## src/tone_pkg.sv

```systemverilog
package tone_pkg;

  // Controller states of the burst generator
  typedef enum logic [1:0] {
    ST_IDLE  = 2'd0,
    ST_RUN   = 2'd1,
    ST_DRAIN = 2'd2
  } tone_state_e;

  localparam int GAIN_W    = 8;  // Unsigned gain input width
  localparam int GAIN_FRAC = 7;  // Gain of 128 is unity

  // Registered stages between phase_idx and the IQ outputs
  localparam int PIPE_DEPTH = 2;

  localparam real PI = 3.14159265358979323846;

  // Entry k of a quarter-wave sine table sampled at half-step offsets,
  // so entry k sits at angle (k + 0.5) / size of a quarter turn
  function automatic int quarter_sine(input int k, input int size, input int width);
    real full_scale;
    real angle;
    real value;
    full_scale = real'((1 << (width - 1)) - 1);
    angle      = (real'(k) + 0.5) / real'(size) * (PI / 2.0);
    value      = full_scale * $sin(angle);
    return $rtoi(value + 0.5);  // Values are never negative, so this rounds to nearest
  endfunction

endpackage
```

## src/iq_tone_gen.sv

```systemverilog
`timescale 1ns/1ps

module iq_tone_gen import tone_pkg::*; #(
  parameter int LUT_SIZE = 64,
  parameter int DATA_W   = 12,
  parameter int ACC_W    = 24,
  parameter int LEN_W    = 16
) (
  input  logic                     clk,
  input  logic                     rstn,
  input  logic                     start,
  input  logic [ACC_W-1:0]         freq_word,
  input  logic [GAIN_W-1:0]        gain,
  input  logic [LEN_W-1:0]         burst_len,
  output logic                     busy,
  output logic signed [DATA_W-1:0] i_data,
  output logic signed [DATA_W-1:0] q_data,
  output logic                     iq_valid,
  output logic                     done
);

  localparam int IDX_W = $clog2(4*LUT_SIZE);

  logic                     load;
  logic                     phase_en;
  logic                     last;
  logic [IDX_W-1:0]         phase_idx;
  logic signed [DATA_W-1:0] sin_val;
  logic signed [DATA_W-1:0] cos_val;
  logic                     lut_valid;

  tone_ctrl #(.LEN_W(LEN_W)) tone_ctrl_i (
    .clk, .rstn, .start, .burst_len, .last,
    .load, .phase_en, .busy, .done
  );

  burst_timer #(.LEN_W(LEN_W)) burst_timer_i (
    .clk, .rstn, .load, .burst_len, .phase_en, .last
  );

  phase_accum #(.ACC_W(ACC_W), .LUT_SIZE(LUT_SIZE)) phase_accum_i (
    .clk, .rstn, .load, .freq_word, .phase_en, .phase_idx
  );

  // One register stage here and one in the gain stage make up PIPE_DEPTH
  sin_cos_lut #(.LUT_SIZE(LUT_SIZE), .DATA_W(DATA_W)) sin_cos_lut_i (
    .clk, .rstn, .phase_idx, .phase_en, .sin_val, .cos_val, .lut_valid
  );

  iq_gain #(.DATA_W(DATA_W)) iq_gain_i (
    .clk, .rstn, .load, .gain, .sin_val, .cos_val, .lut_valid,
    .i_data, .q_data, .iq_valid
  );

endmodule

```

## src/iq_gain.sv

```systemverilog
`timescale 1ns/1ps

module iq_gain import tone_pkg::*; #(
  parameter int DATA_W = 12
) (
  input  logic                     clk,
  input  logic                     rstn,
  input  logic                     load,
  input  logic [GAIN_W-1:0]        gain,
  input  logic signed [DATA_W-1:0] sin_val,
  input  logic signed [DATA_W-1:0] cos_val,
  input  logic                     lut_valid,
  output logic signed [DATA_W-1:0] i_data,
  output logic signed [DATA_W-1:0] q_data,
  output logic                     iq_valid
);

  localparam int PROD_W = DATA_W + GAIN_W + 1;
  localparam logic signed [PROD_W-1:0] MAX_V = PROD_W'((1 << (DATA_W - 1)) - 1);
  localparam logic signed [PROD_W-1:0] MIN_V = -MAX_V - 1;

  logic [GAIN_W-1:0]        gain_q;
  logic signed [GAIN_W:0]   gain_s;
  logic signed [PROD_W-1:0] i_prod;
  logic signed [PROD_W-1:0] q_prod;

  function automatic logic signed [DATA_W-1:0] saturate(input logic signed [PROD_W-1:0] v);
    if (v > MAX_V) begin
      return MAX_V[DATA_W-1:0];
    end else if (v < MIN_V) begin
      return MIN_V[DATA_W-1:0];
    end
    return v[DATA_W-1:0];
  endfunction

  always_ff @(posedge clk) begin
    if (load) begin
      gain_q <= gain;
    end
  end

  assign gain_s = signed'({1'b0, gain_q});  // Gain is unsigned, so zero-extend
  assign i_prod = (cos_val * gain_s) >>> GAIN_FRAC;
  assign q_prod = (sin_val * gain_s) >>> GAIN_FRAC;

  always_ff @(posedge clk or negedge rstn) begin
    if (!rstn) begin
      i_data   <= '0;
      q_data   <= '0;
      iq_valid <= 1'b0;
    end else begin
      iq_valid <= lut_valid;
      if (lut_valid) begin
        i_data <= saturate(i_prod);
        q_data <= saturate(q_prod);
      end
    end
  end

endmodule

```

## src/sin_cos_lut.sv

```systemverilog
`timescale 1ns/1ps

module sin_cos_lut import tone_pkg::*; #(
  parameter int LUT_SIZE = 64,
  parameter int DATA_W   = 12
) (
  input  logic                          clk,
  input  logic                          rstn,
  input  logic [$clog2(4*LUT_SIZE)-1:0] phase_idx,
  input  logic                          phase_en,
  output logic signed [DATA_W-1:0]      sin_val,
  output logic signed [DATA_W-1:0]      cos_val,
  output logic                          lut_valid
);

  localparam int IDX_W = $clog2(4*LUT_SIZE);
  localparam int OFF_W = $clog2(LUT_SIZE);

  typedef logic signed [DATA_W-1:0] table_t [LUT_SIZE];

  function automatic table_t make_table();
    table_t t;
    for (int k = 0; k < LUT_SIZE; k++) begin
      t[k] = DATA_W'(quarter_sine(k, LUT_SIZE, DATA_W));
    end
    return t;
  endfunction

  localparam table_t QUARTER = make_table();

  // Splits a full-turn index into quadrant and offset, and reads the
  // quarter table mirrored and negated as the quadrant requires
  function automatic logic signed [DATA_W-1:0] fold(input logic [IDX_W-1:0] idx);
    logic [1:0]               quad;
    logic [OFF_W-1:0]         off;
    logic [OFF_W-1:0]         entry;
    logic signed [DATA_W-1:0] mag;
    quad  = idx[IDX_W-1 -: 2];
    off   = idx[OFF_W-1:0];
    entry = quad[0] ? ~off : off;  // Same as LUT_SIZE-1 minus the offset
    mag   = QUARTER[entry];
    // Entries stay within plus and minus full scale, so negation is exact
    return quad[1] ? -mag : mag;
  endfunction

  logic [IDX_W-1:0]         cos_idx;
  logic signed [DATA_W-1:0] sin_next;
  logic signed [DATA_W-1:0] cos_next;

  assign cos_idx  = phase_idx + IDX_W'(LUT_SIZE);  // Cosine leads sine by a quarter turn
  assign sin_next = fold(phase_idx);
  assign cos_next = fold(cos_idx);

  always_ff @(posedge clk) begin
    if (phase_en) begin
      sin_val <= sin_next;
      cos_val <= cos_next;
    end
  end

  always_ff @(posedge clk or negedge rstn) begin
    if (!rstn) begin
      lut_valid <= 1'b0;
    end else begin
      lut_valid <= phase_en;
    end
  end

endmodule

```

## src/phase_accum.sv

```systemverilog
`timescale 1ns/1ps

module phase_accum #(
  parameter int ACC_W    = 24,
  parameter int LUT_SIZE = 64
) (
  input  logic                           clk,
  input  logic                           rstn,
  input  logic                           load,
  input  logic [ACC_W-1:0]               freq_word,
  input  logic                           phase_en,
  output logic [$clog2(4*LUT_SIZE)-1:0]  phase_idx
);

  localparam int IDX_W = $clog2(4*LUT_SIZE);

  logic [ACC_W-1:0] acc;
  logic [ACC_W-1:0] word_q;  // Tuning word held for the whole burst

  always_ff @(posedge clk) begin
    if (load) begin
      word_q <= freq_word;
    end
  end

  // Each burst starts at phase zero, and the sum wraps modulo 2^ACC_W
  always_ff @(posedge clk or negedge rstn) begin
    if (!rstn) begin
      acc <= '0;
    end else if (load) begin
      acc <= '0;
    end else if (phase_en) begin
      acc <= acc + word_q;
    end
  end

  assign phase_idx = acc[ACC_W-1 -: IDX_W];  // Top bits address a full turn

endmodule

```

## src/burst_timer.sv

```systemverilog
`timescale 1ns/1ps

module burst_timer #(
  parameter int LEN_W = 16
) (
  input  logic             clk,
  input  logic             rstn,
  input  logic             load,
  input  logic [LEN_W-1:0] burst_len,
  input  logic             phase_en,
  output logic             last
);

  logic [LEN_W-1:0] remain;  // Samples still to be issued, this one included

  always_ff @(posedge clk or negedge rstn) begin
    if (!rstn) begin
      remain <= '0;
    end else if (load) begin
      remain <= burst_len;
    end else if (phase_en) begin
      remain <= remain - 1'b1;
    end
  end

  // High only in the final run cycle
  assign last = phase_en && (remain == LEN_W'(1));

endmodule

```

## src/tone_ctrl.sv

```systemverilog
`timescale 1ns/1ps

module tone_ctrl import tone_pkg::*; #(
  parameter int LEN_W = 16
) (
  input  logic             clk,
  input  logic             rstn,
  input  logic             start,
  input  logic [LEN_W-1:0] burst_len,
  input  logic             last,
  output logic             load,
  output logic             phase_en,
  output logic             busy,
  output logic             done
);

  localparam int DRAIN_W = (PIPE_DEPTH > 1) ? $clog2(PIPE_DEPTH) : 1;

  tone_state_e        state;
  logic [DRAIN_W-1:0] drain_cnt;
  logic               accept;

  // A burst of zero samples would never raise last, so it is refused here
  assign accept   = start && (state == ST_IDLE) && (burst_len != '0);
  assign load     = accept;
  assign phase_en = (state == ST_RUN);
  assign busy     = (state != ST_IDLE);

  always_ff @(posedge clk or negedge rstn) begin
    if (!rstn) begin
      state     <= ST_IDLE;
      drain_cnt <= '0;
      done      <= 1'b0;
    end else begin
      done <= 1'b0;
      case (state)
        ST_IDLE: begin
          if (accept) begin
            state <= ST_RUN;
          end
        end
        ST_RUN: begin
          if (last) begin
            state     <= ST_DRAIN;
            drain_cnt <= '0;
          end
        end
        ST_DRAIN: begin
          // Wait for the last sample to leave the table and gain registers
          if (drain_cnt == DRAIN_W'(PIPE_DEPTH - 1)) begin
            state <= ST_IDLE;
            done  <= 1'b1;
          end else begin
            drain_cnt <= drain_cnt + 1'b1;
          end
        end
        default: begin
          state <= ST_IDLE;
        end
      endcase
    end
  end

endmodule

```

## config.mk

```make
export PLATFORM = sky130hd
export DESIGN_NAME = iq_tone_gen
export DESIGN_NICKNAME = d
export VERILOG_FILES = /design/src/tone_pkg.sv /design/src/iq_tone_gen.sv /design/src/iq_gain.sv /design/src/sin_cos_lut.sv /design/src/phase_accum.sv /design/src/burst_timer.sv /design/src/tone_ctrl.sv
export SDC_FILE = /design/constraint.sdc
export NUM_CORES = 1
export LEC_CHECK = 0
export BUFFER_PORTS_ARGS = -buffer_cell sky130_fd_sc_hd__buf_2
export CORE_MARGIN = 5
export CORE_UTILIZATION = 55
export DETAILED_ROUTE_END_ITERATION = 10
export GPL_TIMING_DRIVEN = 0
export PLACE_DENSITY = 0.76
export SLEW_MARGIN = 15
export SYNTH_ARGS = -nofsm -noshare
export SYNTH_HDL_FRONTEND = slang
export SYNTH_SLANG_ARGS = --single-unit
```

## constraint.sdc

```tcl
create_clock -name clk -period 5.1 [get_ports clk]
set_input_delay 0.51 -clock clk [delete_from_list [all_inputs] [get_ports clk]]
set_output_delay 0.51 -clock clk [all_outputs]
set_load 0.02 [all_outputs]
```

==> results of run 1 <==
-- power by group through the flow --
stage	clock (mW)	combinational [mW]	sequential, mW
2_1_floorplan	0	0.000722	1.08
3_3_place_gp	0	0.0326	1.08
3_5_place_dp	0	0.0363	1.08
4_1_cts	1.29	0.0374	1.06
5_1_grt	1.34	0.0412	1.06
6_report	1.28	0.0362	1.06
-- cell type report --
type                            count  area share
Inverter                          261      0.0531
Buffer                             88      0.0311
Timing Repair Buffer              138      0.0498
Multi-Input combinational cell   1333       0.622
Clock inverter                     12     0.00855
Clock buffer                       20      0.0246
Tap cell                          384      0.0259
Sequential cell                   126       0.185
-- metrics by stage --
step	hold slack, ns	cells	setup WS, ns	TNS (ns)	instance area [sq um]
after global placement	0.472	2269	-0.627	-11.90	16800
after CTS	0.231	2352	-0.0809	-0.919	18300
after detailed placement	0.397	2271	-0.735	-14.03	16800
after floorplan	0.214	1808	0.000102	0	15900
final	0.245	2362	-0.159	-1.30	18600
after global routing	0.226	2362	-0.312	-4.45	18600
-- cell families after synthesis --
logic type / count (synthesis) / share of synthesized area
xor+xnor: 84 / 0.0499
buf+inv: 350 / 0.0903
simple gates: 567 / 0.175
fa+ha+maj: 272 / 0.288
flops: 126 / 0.217
compound gates: 396 / 0.170
mux: 13 / 0.0100
-- metal layers --
metal | vias to the layer above | track usage
li1 | 6448 | -
met1 | 6958 | 0.349
met2 | 661 | 0.478
met3 | 154 | 0.0481
met4 | 0 | 0.130
met5 | - | 0
-- state kept, by name, summed over array words and instances (netlist names) --
| signal | cells |
|---|---|
| sin_cos_lut_i.cos_val | 12 |
| phase_accum_i.word_q | 24 |
| burst_timer_i.remain | 16 |
| tone_ctrl_i.drain_cnt | 1 |
| sin_cos_lut_i.sin_val | 12 |
| iq_gain_i.q_data | 12 |
| iq_gain_i.i_data | 12 |
| sin_cos_lut_i.lut_valid | 1 |
| tone_ctrl_i.done | 1 |
| phase_accum_i.acc | 24 |
| iq_gain_i.iq_valid | 1 |
| tone_ctrl_i.state | 2 |
| iq_gain_i.gain_q | 8 |
-- critical path, cell delays in order (launching register included) --
cell      delay, ns
edfxtp_1       0.48
buf_8          0.19
nand2_4        0.08
inv_4          0.04
fa_2           0.48
buf_4          0.17
fa_1           0.61
inv_1          0.12
fa_1           0.45
fa_1           0.51
inv_1          0.05
ha_1           0.37
xor2_1         0.31
nor2b_2        0.28
a21bo_2        0.25
o211ai_1       0.09
buf_4          0.17
or4b_1         0.44
nand4_1        0.08
-- path summary, 6_finish.rpt --
check / depth (start not counted) / to / startpoint
worst max-delay path: 18 / iq_gain_i.q_data[10] / iq_gain_i.gain_q[0]
worst min register to register: 2 / phase_accum_i.acc[6] / phase_accum_i.acc[6]
max in group asynchronous: 3 / phase_accum_i.acc[12] / rstn
min in group asynchronous: 2 / iq_gain_i.i_data[0] / rstn
worst max register to register: 18 / iq_gain_i.q_data[10] / iq_gain_i.gain_q[0]
worst min-delay path: 1 / phase_accum_i.word_q[4] / freq_word[4]
-- layout by cell type, fill, tap and decap left out, types with 8 or more instances in the layout --
cell type / synthesis / layout
and2_1: 97 / 90
o21a_1: 14 / 14
buf_2: 25 / 102
nand3_1: 36 / 33
clkbuf_1: 47 / 32
mux2i_1: 8 / 8
a21oi_2: 1 / 18
edfxtp_1: 56 / 56
o21ai_0: 81 / 77
a31oi_1: 25 / 25
dfrtp_1: 70 / 70
fa_1: 155 / 149
o211ai_1: 19 / 19
and3_1: 13 / 11
nor3_1: 40 / 38
nor2b_1: 11 / 9
buf_4: 9 / 58
ha_4: 0 / 19
xnor2_1: 51 / 49
inv_2: 2 / 21
a21o_1: 21 / 21
xor2_1: 27 / 27
buf_6: 7 / 17
o31ai_1: 15 / 15
ha_1: 117 / 97
inv_1: 257 / 235
nand4_1: 10 / 10
o22ai_1: 8 / 8
nor2_1: 96 / 96
nand2b_1: 18 / 18
clkbuf_16: 0 / 17
nand2_1: 195 / 187
nor4_1: 12 / 12
a211oi_1: 14 / 13
a21oi_1: 93 / 76
-- timing repair --
item                                   in CTS  in global routing
hold buffers                                1                  0
buffers inserted                           44                 10
endpoints found under the hold margin      15                  0
resized for setup                         116                 61
cloned                                      4                  1
pin swaps                                  72                 51
setup endpoints to repair                  24                 24
==> results_dict.tcl, run 1 <==
set metrics [dict create \
    yosysUniqueCellTypes 93 \
    worst_ep_required_time_ns 5.47 \
    p_per_area_mw_per_mm2 128 \
    ys_top_cells_by_area "fa_1 (20%), dfrtp_1 (11%), edfxtp_1 (11%), ha_1 (9.2%), inv_1 (6.1%)" \
    seq_area_sq_mm 0.00343 \
    swShare 0.213 \
    vias_per_cell 6.02 \
    yosysMostFrequentCell "inv_1" \
    ys_seq_area_frac 0.217 \
    syn_area_sq_mm 0.0159 \
    wl_um 46500 \
    cts_num_sinks 126 \
    synth_fp_nets 2131 \
    drtAntennaViolNets 0 \
    worstPathArrival_ns 5.63 \
    via_count 14221 \
    overflow 0 \
    maxCapViolCount 0 \
    die_y_um 180 \
    fin_crit_ns 5.26 \
    failed_checks "setup timing" \
    wire_per_inst_um 19.7 \
    synth_edf_count 56 \
    io_pins 78 \
    clk_root_buffer_cell "clkbuf_16" \
    maxSlewHeadroom 0.396 \
    end_kind "register" \
    synth-seq-cells 126 \
    grt_util_all_layers 0.280 \
    met2_wirelength_um 23000 \
    synth_top_area_share 0.196 \
    yosys_warnings 0 \
    first_global_vias 14395 \
    synth.avg_cell_area_sq_um 8.77 \
    fillers 2256 \
    final_max_slew_viol_count 0 \
    clock_skew_ns 0.00999 \
    rsz0062_at_grt "true" \
    clk_pin_slew_ns 0.06 \
    die_w_um 180 \
    seq_power_share 0.445 \
    grt_max_degree 56 \
    internal_power_mw 1.87 \
    fmax_mhz 190 \
    cellLeakagePower_nw 8.32 \
    cts_tree "built" \
    pwr-share-clk 0.540 \
    initial_utilization 0.555 \
    clk_path_buf_depth 2 \
    timing.final.ws_setup_ns -0.159 \
    status "finished, violations left" \
    rows 62 \
    critPathKind "reg2reg" \
    diodes 0 \
    synthCells 1808 \
    multi_input_area_sq_mm 0.0116 \
    drtIter0Drc 1072 \
    top_layer_used "met4" \
    synthTopCellsByCount "inv_1 (257), nand2_1 (195), fa_1 (155), ha_1 (117), and2_1 (97)" \
    dr.pass1.iters 9 \
    area_growth_pct 17.2 \
    finalCritPeriodShare 1.03 \
    p_comb_frac 0.015 \
    core_area_sq_mm 0.0285 \
    yosys.area.top_type "fa_1" \
    final_util 0.651 \
    hold_viol_final 0 \
    numCtsBuffers 17 \
    setup_viol 21 \
    async_flop_share 0.556 \
    cp-start-kind "register" \
    nNetsFinal 2288 \
    htree_levels 4 \
    port-buffer-count 77 \
    drc 0 \
    worstPathMaxFanout 5 \
    wl_met3_um 3220 \
    switchingPower_mw 0.507 \
    grt_pass1_wl_um 74200 \
    layout-drive-gt1-share 0.185 \
    hpwl_um 32900 \
    rrSetupSlack_ns -0.16 \
    worst_pin_slew_ns 0.903 \
    ir_drop_mv 0.373 \
    place.gp.congestion 0.958 \
    report.power.total_mw 2.38 \
    fp.dieArea_sq_mm 0.0323 \
    antenna_found_initial 0 \
    ys.flop_type "dfrtp_1" \
    drt-met1-wl_um 18300 \
    hp-class "in2reg" \
    clk_latency_ns 0.44 \
]
Note: power is estimated with default switching activity, not from simulation.
==> run 2, diff against run 1 <==
--- a/config.mk
+++ b/config.mk
@@ -11,6 +11,7 @@
 export DETAILED_ROUTE_END_ITERATION = 10
 export GPL_TIMING_DRIVEN = 0
 export PLACE_DENSITY = 0.76
+export SETUP_SLACK_MARGIN = 0.5
 export SLEW_MARGIN = 15
 export SYNTH_ARGS = -nofsm -noshare
 export SYNTH_HDL_FRONTEND = slang
==> results_dict.tcl, run 2 (synthesis gave the netlist of run 1 again) <==
set metrics [dict create \
    final_util 0.640 \
    final_max_slew_viol_count 0 \
    dr.pass1.iters 6 \
    failed_checks "setup timing" \
    ir_drop_mv 0.256 \
    cp-start-kind "register" \
    clk_latency_ns 0.43 \
    end_kind "register" \
    hold_viol_final 0 \
    wire_per_inst_um 19.6 \
    status "finished, violations left" \
    crit_family "adder cells" \
    worstPathArrival_ns 5.63 \
    crit_path_start "iq_gain_i.gain_q[2]" \
    reg_top3 "phase_accum_i.acc: 24 flops, phase_accum_i.word_q: 24 flops, burst_timer_i.remain: 16 flops" \
    hp-start "freq_word[3]" \
    numCtsBuffers 17 \
    fp.dieArea_sq_mm 0.0323 \
    layout-drive-gt1-share 0.167 \
    diodes 0 \
    critPathKind "reg2reg" \
    nNetsFinal 2270 \
    htree_levels 4 \
    first_global_vias 14310 \
    crit_top_cell "fa_1" \
    die_w_um 180 \
    fin_crit_ns 5.26 \
    die_y_um 180 \
    clk_root_buffer_cell "clkbuf_16" \
    grt_util_all_layers 0.279 \
    clk_pin_slew_ns 0.07 \
    timing.final.ws_setup_ns -0.163 \
    fillers 2383 \
    via_count 13911 \
    place.gp.congestion 0.996 \
    r2r_start "iq_gain_i.gain_q[2]" \
    maxCapViolCount 0 \
    layout_commonest_cell "inv_1" \
    setup_viol 21 \
    overflow 0 \
    cp_slowest_cell "fa_2" \
    worst_pin_slew_ns 1.07 \
    drc 0 \
    area_growth_pct 15.2 \
    initial_utilization 0.555 \
    port-buffer-count 77 \
    wl_um 46000 \
    maxSlewHeadroom 0.279 \
    drtAntennaViolNets 0 \
    cts_num_sinks 126 \
    clk_path_buf_depth 2 \
    grt_pass1_wl_um 74000 \
    worst_ep_required_time_ns 5.46 \
    p_per_area_mw_per_mm2 129 \
    io_pins 78 \
    setup_tns_ns -2.18 \
    hp-class "in2reg" \
    cts_tree "built" \
    hpwl_um 34200 \
    vias_per_cell 5.93 \
    clock_skew_ns 0.0156 \
    worstPathMaxFanout 4 \
    fmax_mhz 190 \
    cellLeakagePower_nw 8.22 \
    antenna_found_initial 0 \
    rows 62 \
    grt_max_degree 56 \
    report.power.total_mw 2.35 \
    final_cell_mix "inv_1 (239), nand2_1 (191), fa_1 (151)" \
    worstPathCellList "buf_4 > and2_4 > fa_2 > inv_4 > fa_1 > inv_1 > fa_1 > inv_1 > fa_1 > inv_2 > ha_4 > and2_4 > and4_4 > and3_1 > nand3_1 > a21bo_2 > o211ai_1 > buf_4 > or4b_1 > nand4_1" \
    core_area_sq_mm 0.0285 \
    rsz0062_at_grt "true" \
    drtIter0Drc 1081 \
    finalCritPeriodShare 1.03 \
    cp_slowest_stage_delay_ns 0.60 \
    crit_buf_inv 6 \
]
-- run 2: cell types whose count changed in the layout (fill, tap and decap cells not counted), sizes merged --
cell,before,now
clkinvlp,4,1
clkbuf,59,64
clkinv,5,6
buf,186,162
inv,261,266
bufinv,3,1
-- run 2: cell type report --
cell class              instances  area (sq um)  share of cell area
clock buffers                  19           454              0.0249
repair buffers                119           787              0.0431
multi-input cells            1333         11400               0.627
inverters                     261           985              0.0539
flip-flops and latches        126          3430               0.188
well taps                     384           480              0.0263
clock inverters                13           125             0.00685
plain buffers                  89           559              0.0306
-- run 2: path summary, 6_finish.rpt --
kind | end | slack [ns] | cells past startpoint
setup reg to reg | iq_gain_i.q_data[10] | -0.16 | 20
setup / recovery | iq_gain_i.q_data[10] | -0.16 | 20
hold / removal | phase_accum_i.word_q[3] | 0.24 | 1
max in group asynchronous | tone_ctrl_i.done | 4.00 | 3
hold reg to reg | phase_accum_i.acc[14] | 0.49 | 2
min in group asynchronous | iq_gain_i.q_data[9] | 0.49 | 2
-- run 2: repair_timing --
item	in CTS	in global routing
endpoints found under the hold margin	15	0
setup buffers	31	4
pin swaps	52	4
cloned	4	1
endpoints found under the setup margin	28	27
gates resized for setup	66	25
hold buffers	1	0
-- run 2: metal layers --
| layer | GRT usage | part of all wire |
|---|---|---|
| met3 | 0.0331 | 0.060 |
| met2 | 0.486 | 0.49 |
| met5 | 0 | 0 |
| met4 | 0.112 | 0.041 |
| met1 | 0.356 | 0.40 |
-- run 2: report_power, final --
part           leakage, nW  total (mW)  internal, mW  switching, mW
registers             1.31        1.06          1.06              0
clock network        0.286        1.26         0.712          0.546
logic                 6.62      0.0376        0.0168         0.0208
-- run 2: stage by stage --
step / hold WS, ns / instance area (sq um) / setup WS [ns] / cells
6_report: 0.243 / 18300 / -0.163 / 2344
3_5_place_dp: 0.401 / 17000 / -0.562 / 2271
3_3_place_gp: 0.464 / 16900 / -0.468 / 2269
2_1_floorplan: 0.214 / 16100 / 0.146 / 1808
4_1_cts: 0.245 / 18100 / -0.113 / 2339
5_1_grt: 0.242 / 18300 / -0.322 / 2344
==> run 3, diff against run 2 <==
--- a/config.mk
+++ b/config.mk
@@ -10,7 +10,7 @@
 export CORE_UTILIZATION = 55
 export DETAILED_ROUTE_END_ITERATION = 10
 export GPL_TIMING_DRIVEN = 0
-export PLACE_DENSITY = 0.76
+export PLACE_DENSITY = 0.73
 export SETUP_SLACK_MARGIN = 0.5
 export SLEW_MARGIN = 15
 export SYNTH_ARGS = -nofsm -noshare
==> constraint.sdc (replaced) <==
create_clock -name clk -period 6.2 [get_ports clk]
set_input_delay 0.62 -clock clk [delete_from_list [all_inputs] [get_ports clk]]
set_output_delay 0.62 -clock clk [all_outputs]
set_load 0.02 [all_outputs]
==> results_dict.tcl, run 3 (synthesis gave the netlist of run 1 again) <==
set metrics [dict create \
    status "completed" \
    worstPathMaxFanout 10 \
    reg_top3 "phase_accum_i.acc: 24 flops, phase_accum_i.word_q: 24 flops, burst_timer_i.remain: 16 flops" \
    diodes 0 \
    initial_utilization 0.555 \
    worstPathArrival_ns 5.87 \
    clock_skew_ns 0.0188 \
    clk_latency_ns 0.46 \
    drc 0 \
    setup_tns_ns 0 \
    grt_pass1_wl_um 70900 \
    rsz0062_at_grt "true" \
    place.gp.congestion 0.991 \
    report.power.total_mw 1.91 \
    fp.dieArea_sq_mm 0.0323 \
    cts_num_sinks 126 \
    cp_slowest_stage_delay_ns 0.59 \
    worstPathCellList "buf_4 > and2_1 > fa_1 > inv_1 > fa_1 > inv_1 > fa_1 > inv_1 > fa_1 > inv_1 > ha_1 > nand4_1 > or2_2 > o21a_1 > or4_1 > o311ai_2 > buf_4 > a21oi_1 > a21oi_1" \
    maxCapViolCount 0 \
    first_global_vias 13794 \
    final_max_slew_viol_count 0 \
    antenna_found_initial 0 \
    area_growth_pct 10.9 \
    grt_util_all_layers 0.268 \
    crit_buf_inv 6 \
    cp_slowest_cell "fa_1" \
    setup_viol 0 \
    cellLeakagePower_nw 8.02 \
    core_area_sq_mm 0.0285 \
    wire_per_inst_um 18.6 \
    htree_levels 4 \
    grt_max_degree 57 \
    crit_family "adder cells" \
    worst_pin_slew_ns 0.868 \
    critPathKind "reg2reg" \
    overflow 0 \
    p_per_area_mw_per_mm2 108 \
    clk_path_buf_depth 2 \
    hp-class "in2async" \
    worst_ep_required_time_ns 6.57 \
    clk_root_buffer_cell "clkbuf_16" \
    hpwl_um 33100 \
    dr.pass1.iters 6 \
    vias_per_cell 5.93 \
    rows 62 \
    numCtsBuffers 17 \
    port-buffer-count 77 \
    hold_viol_final 0 \
    via_count 13756 \
    layout-drive-gt1-share 0.123 \
    io_pins 78 \
    cp-start-kind "register" \
    ir_drop_mv 0.204 \
    cts_tree "built" \
    final_cell_mix "inv_1 (254), nand2_1 (194), fa_1 (153)" \
    drtIter0Drc 1157 \
    layout_commonest_cell "inv_1" \
    maxSlewHeadroom 0.415 \
    die_w_um 180 \
    drtAntennaViolNets 0 \
    fmax_mhz 182 \
    end_kind "register" \
    fin_crit_ns 5.51 \
    finalCritPeriodShare 0.888 \
    wl_um 43100 \
    clk_pin_slew_ns 0.08 \
    nNetsFinal 2246 \
    die_y_um 180 \
]
run 3: per-stage QoR:
step	util	instance area [sq um]	hold WS [ns]	cells	setup WS, ns
finish	0.616	17600	0.0300	2320	0.695
global route	0.616	17600	0.0447	2320	0.445
CTS	0.609	17400	0.0132	2304	0.483
detailed placement	0.588	16800	0.468	2271	0.294
global placement	0.586	16700	0.463	2269	0.344
floorplan	-	15900	0.324	1808	0.878
run 3: where the power goes:
| group | total (mW) | internal, mW | switching [mW] |
|---|---|---|---|
| Combinational | 0.0306 | 0.0134 | 0.0172 |
| Clock | 1.01 | 0.566 | 0.440 |
| Sequential | 0.870 | 0.870 | 0 |
| Total | 1.91 | 1.45 | 0.457 |
run 3: final timing paths:
kind | start | to | slack, ns | cells after the start
setup / recovery | iq_gain_i.gain_q[5] | iq_gain_i.i_data[2] | 0.69 | 19
hold / removal | rstn | iq_gain_i.iq_valid | 0.03 | 1
setup reg to reg | iq_gain_i.gain_q[5] | iq_gain_i.i_data[2] | 0.69 | 19
hold reg to reg | iq_gain_i.q_data[10] | iq_gain_i.q_data[10] | 0.49 | 2
max in group asynchronous | rstn | iq_gain_i.i_data[0] | 5.56 | 2
min in group clk | freq_word[0] | phase_accum_i.word_q[0] | 0.34 | 1
run 3: per-layer routing:
layer	track usage	vias to the layer above	share of wire
met4	0.119	0	0.045
met5	0	-	0
met2	0.436	553	0.47
met1	0.352	6707	0.42
li1	-	6366	-
met3	0.0457	130	0.066
run 3: worst reg2reg max path, stage by stage, from the launching register on:
cell	delay (ns)
edfxtp_1	0.47
buf_4	0.23
and2_1	0.17
fa_1	0.59
inv_1	0.12
fa_1	0.56
inv_1	0.06
fa_1	0.53
inv_1	0.05
fa_1	0.53
inv_1	0.04
ha_1	0.33
nand4_1	0.12
or2_2	0.31
o21a_1	0.22
or4_1	0.50
o311ai_2	0.15
buf_4	0.24
a21oi_1	0.07
a21oi_1	0.14
run 3: cell type report:
class	count	area, sq um
inverters	261	980
fillers	2476	11000
clock buffers	18	429
plain buffers	89	500
multi-input cells	1332	11100
well taps	384	480
repair buffers	96	561
clock inverters	14	146
flip-flops and latches	126	3430
run 3: repair_timing:
item	4_1_cts	5_1_grt
endpoints found under the setup margin	21	24
hold endpoints to repair	0	0
pin swaps	1	4
hold buffers	0	0
cloned	0	2
gates resized for setup	11	50
buffers inserted	1	14
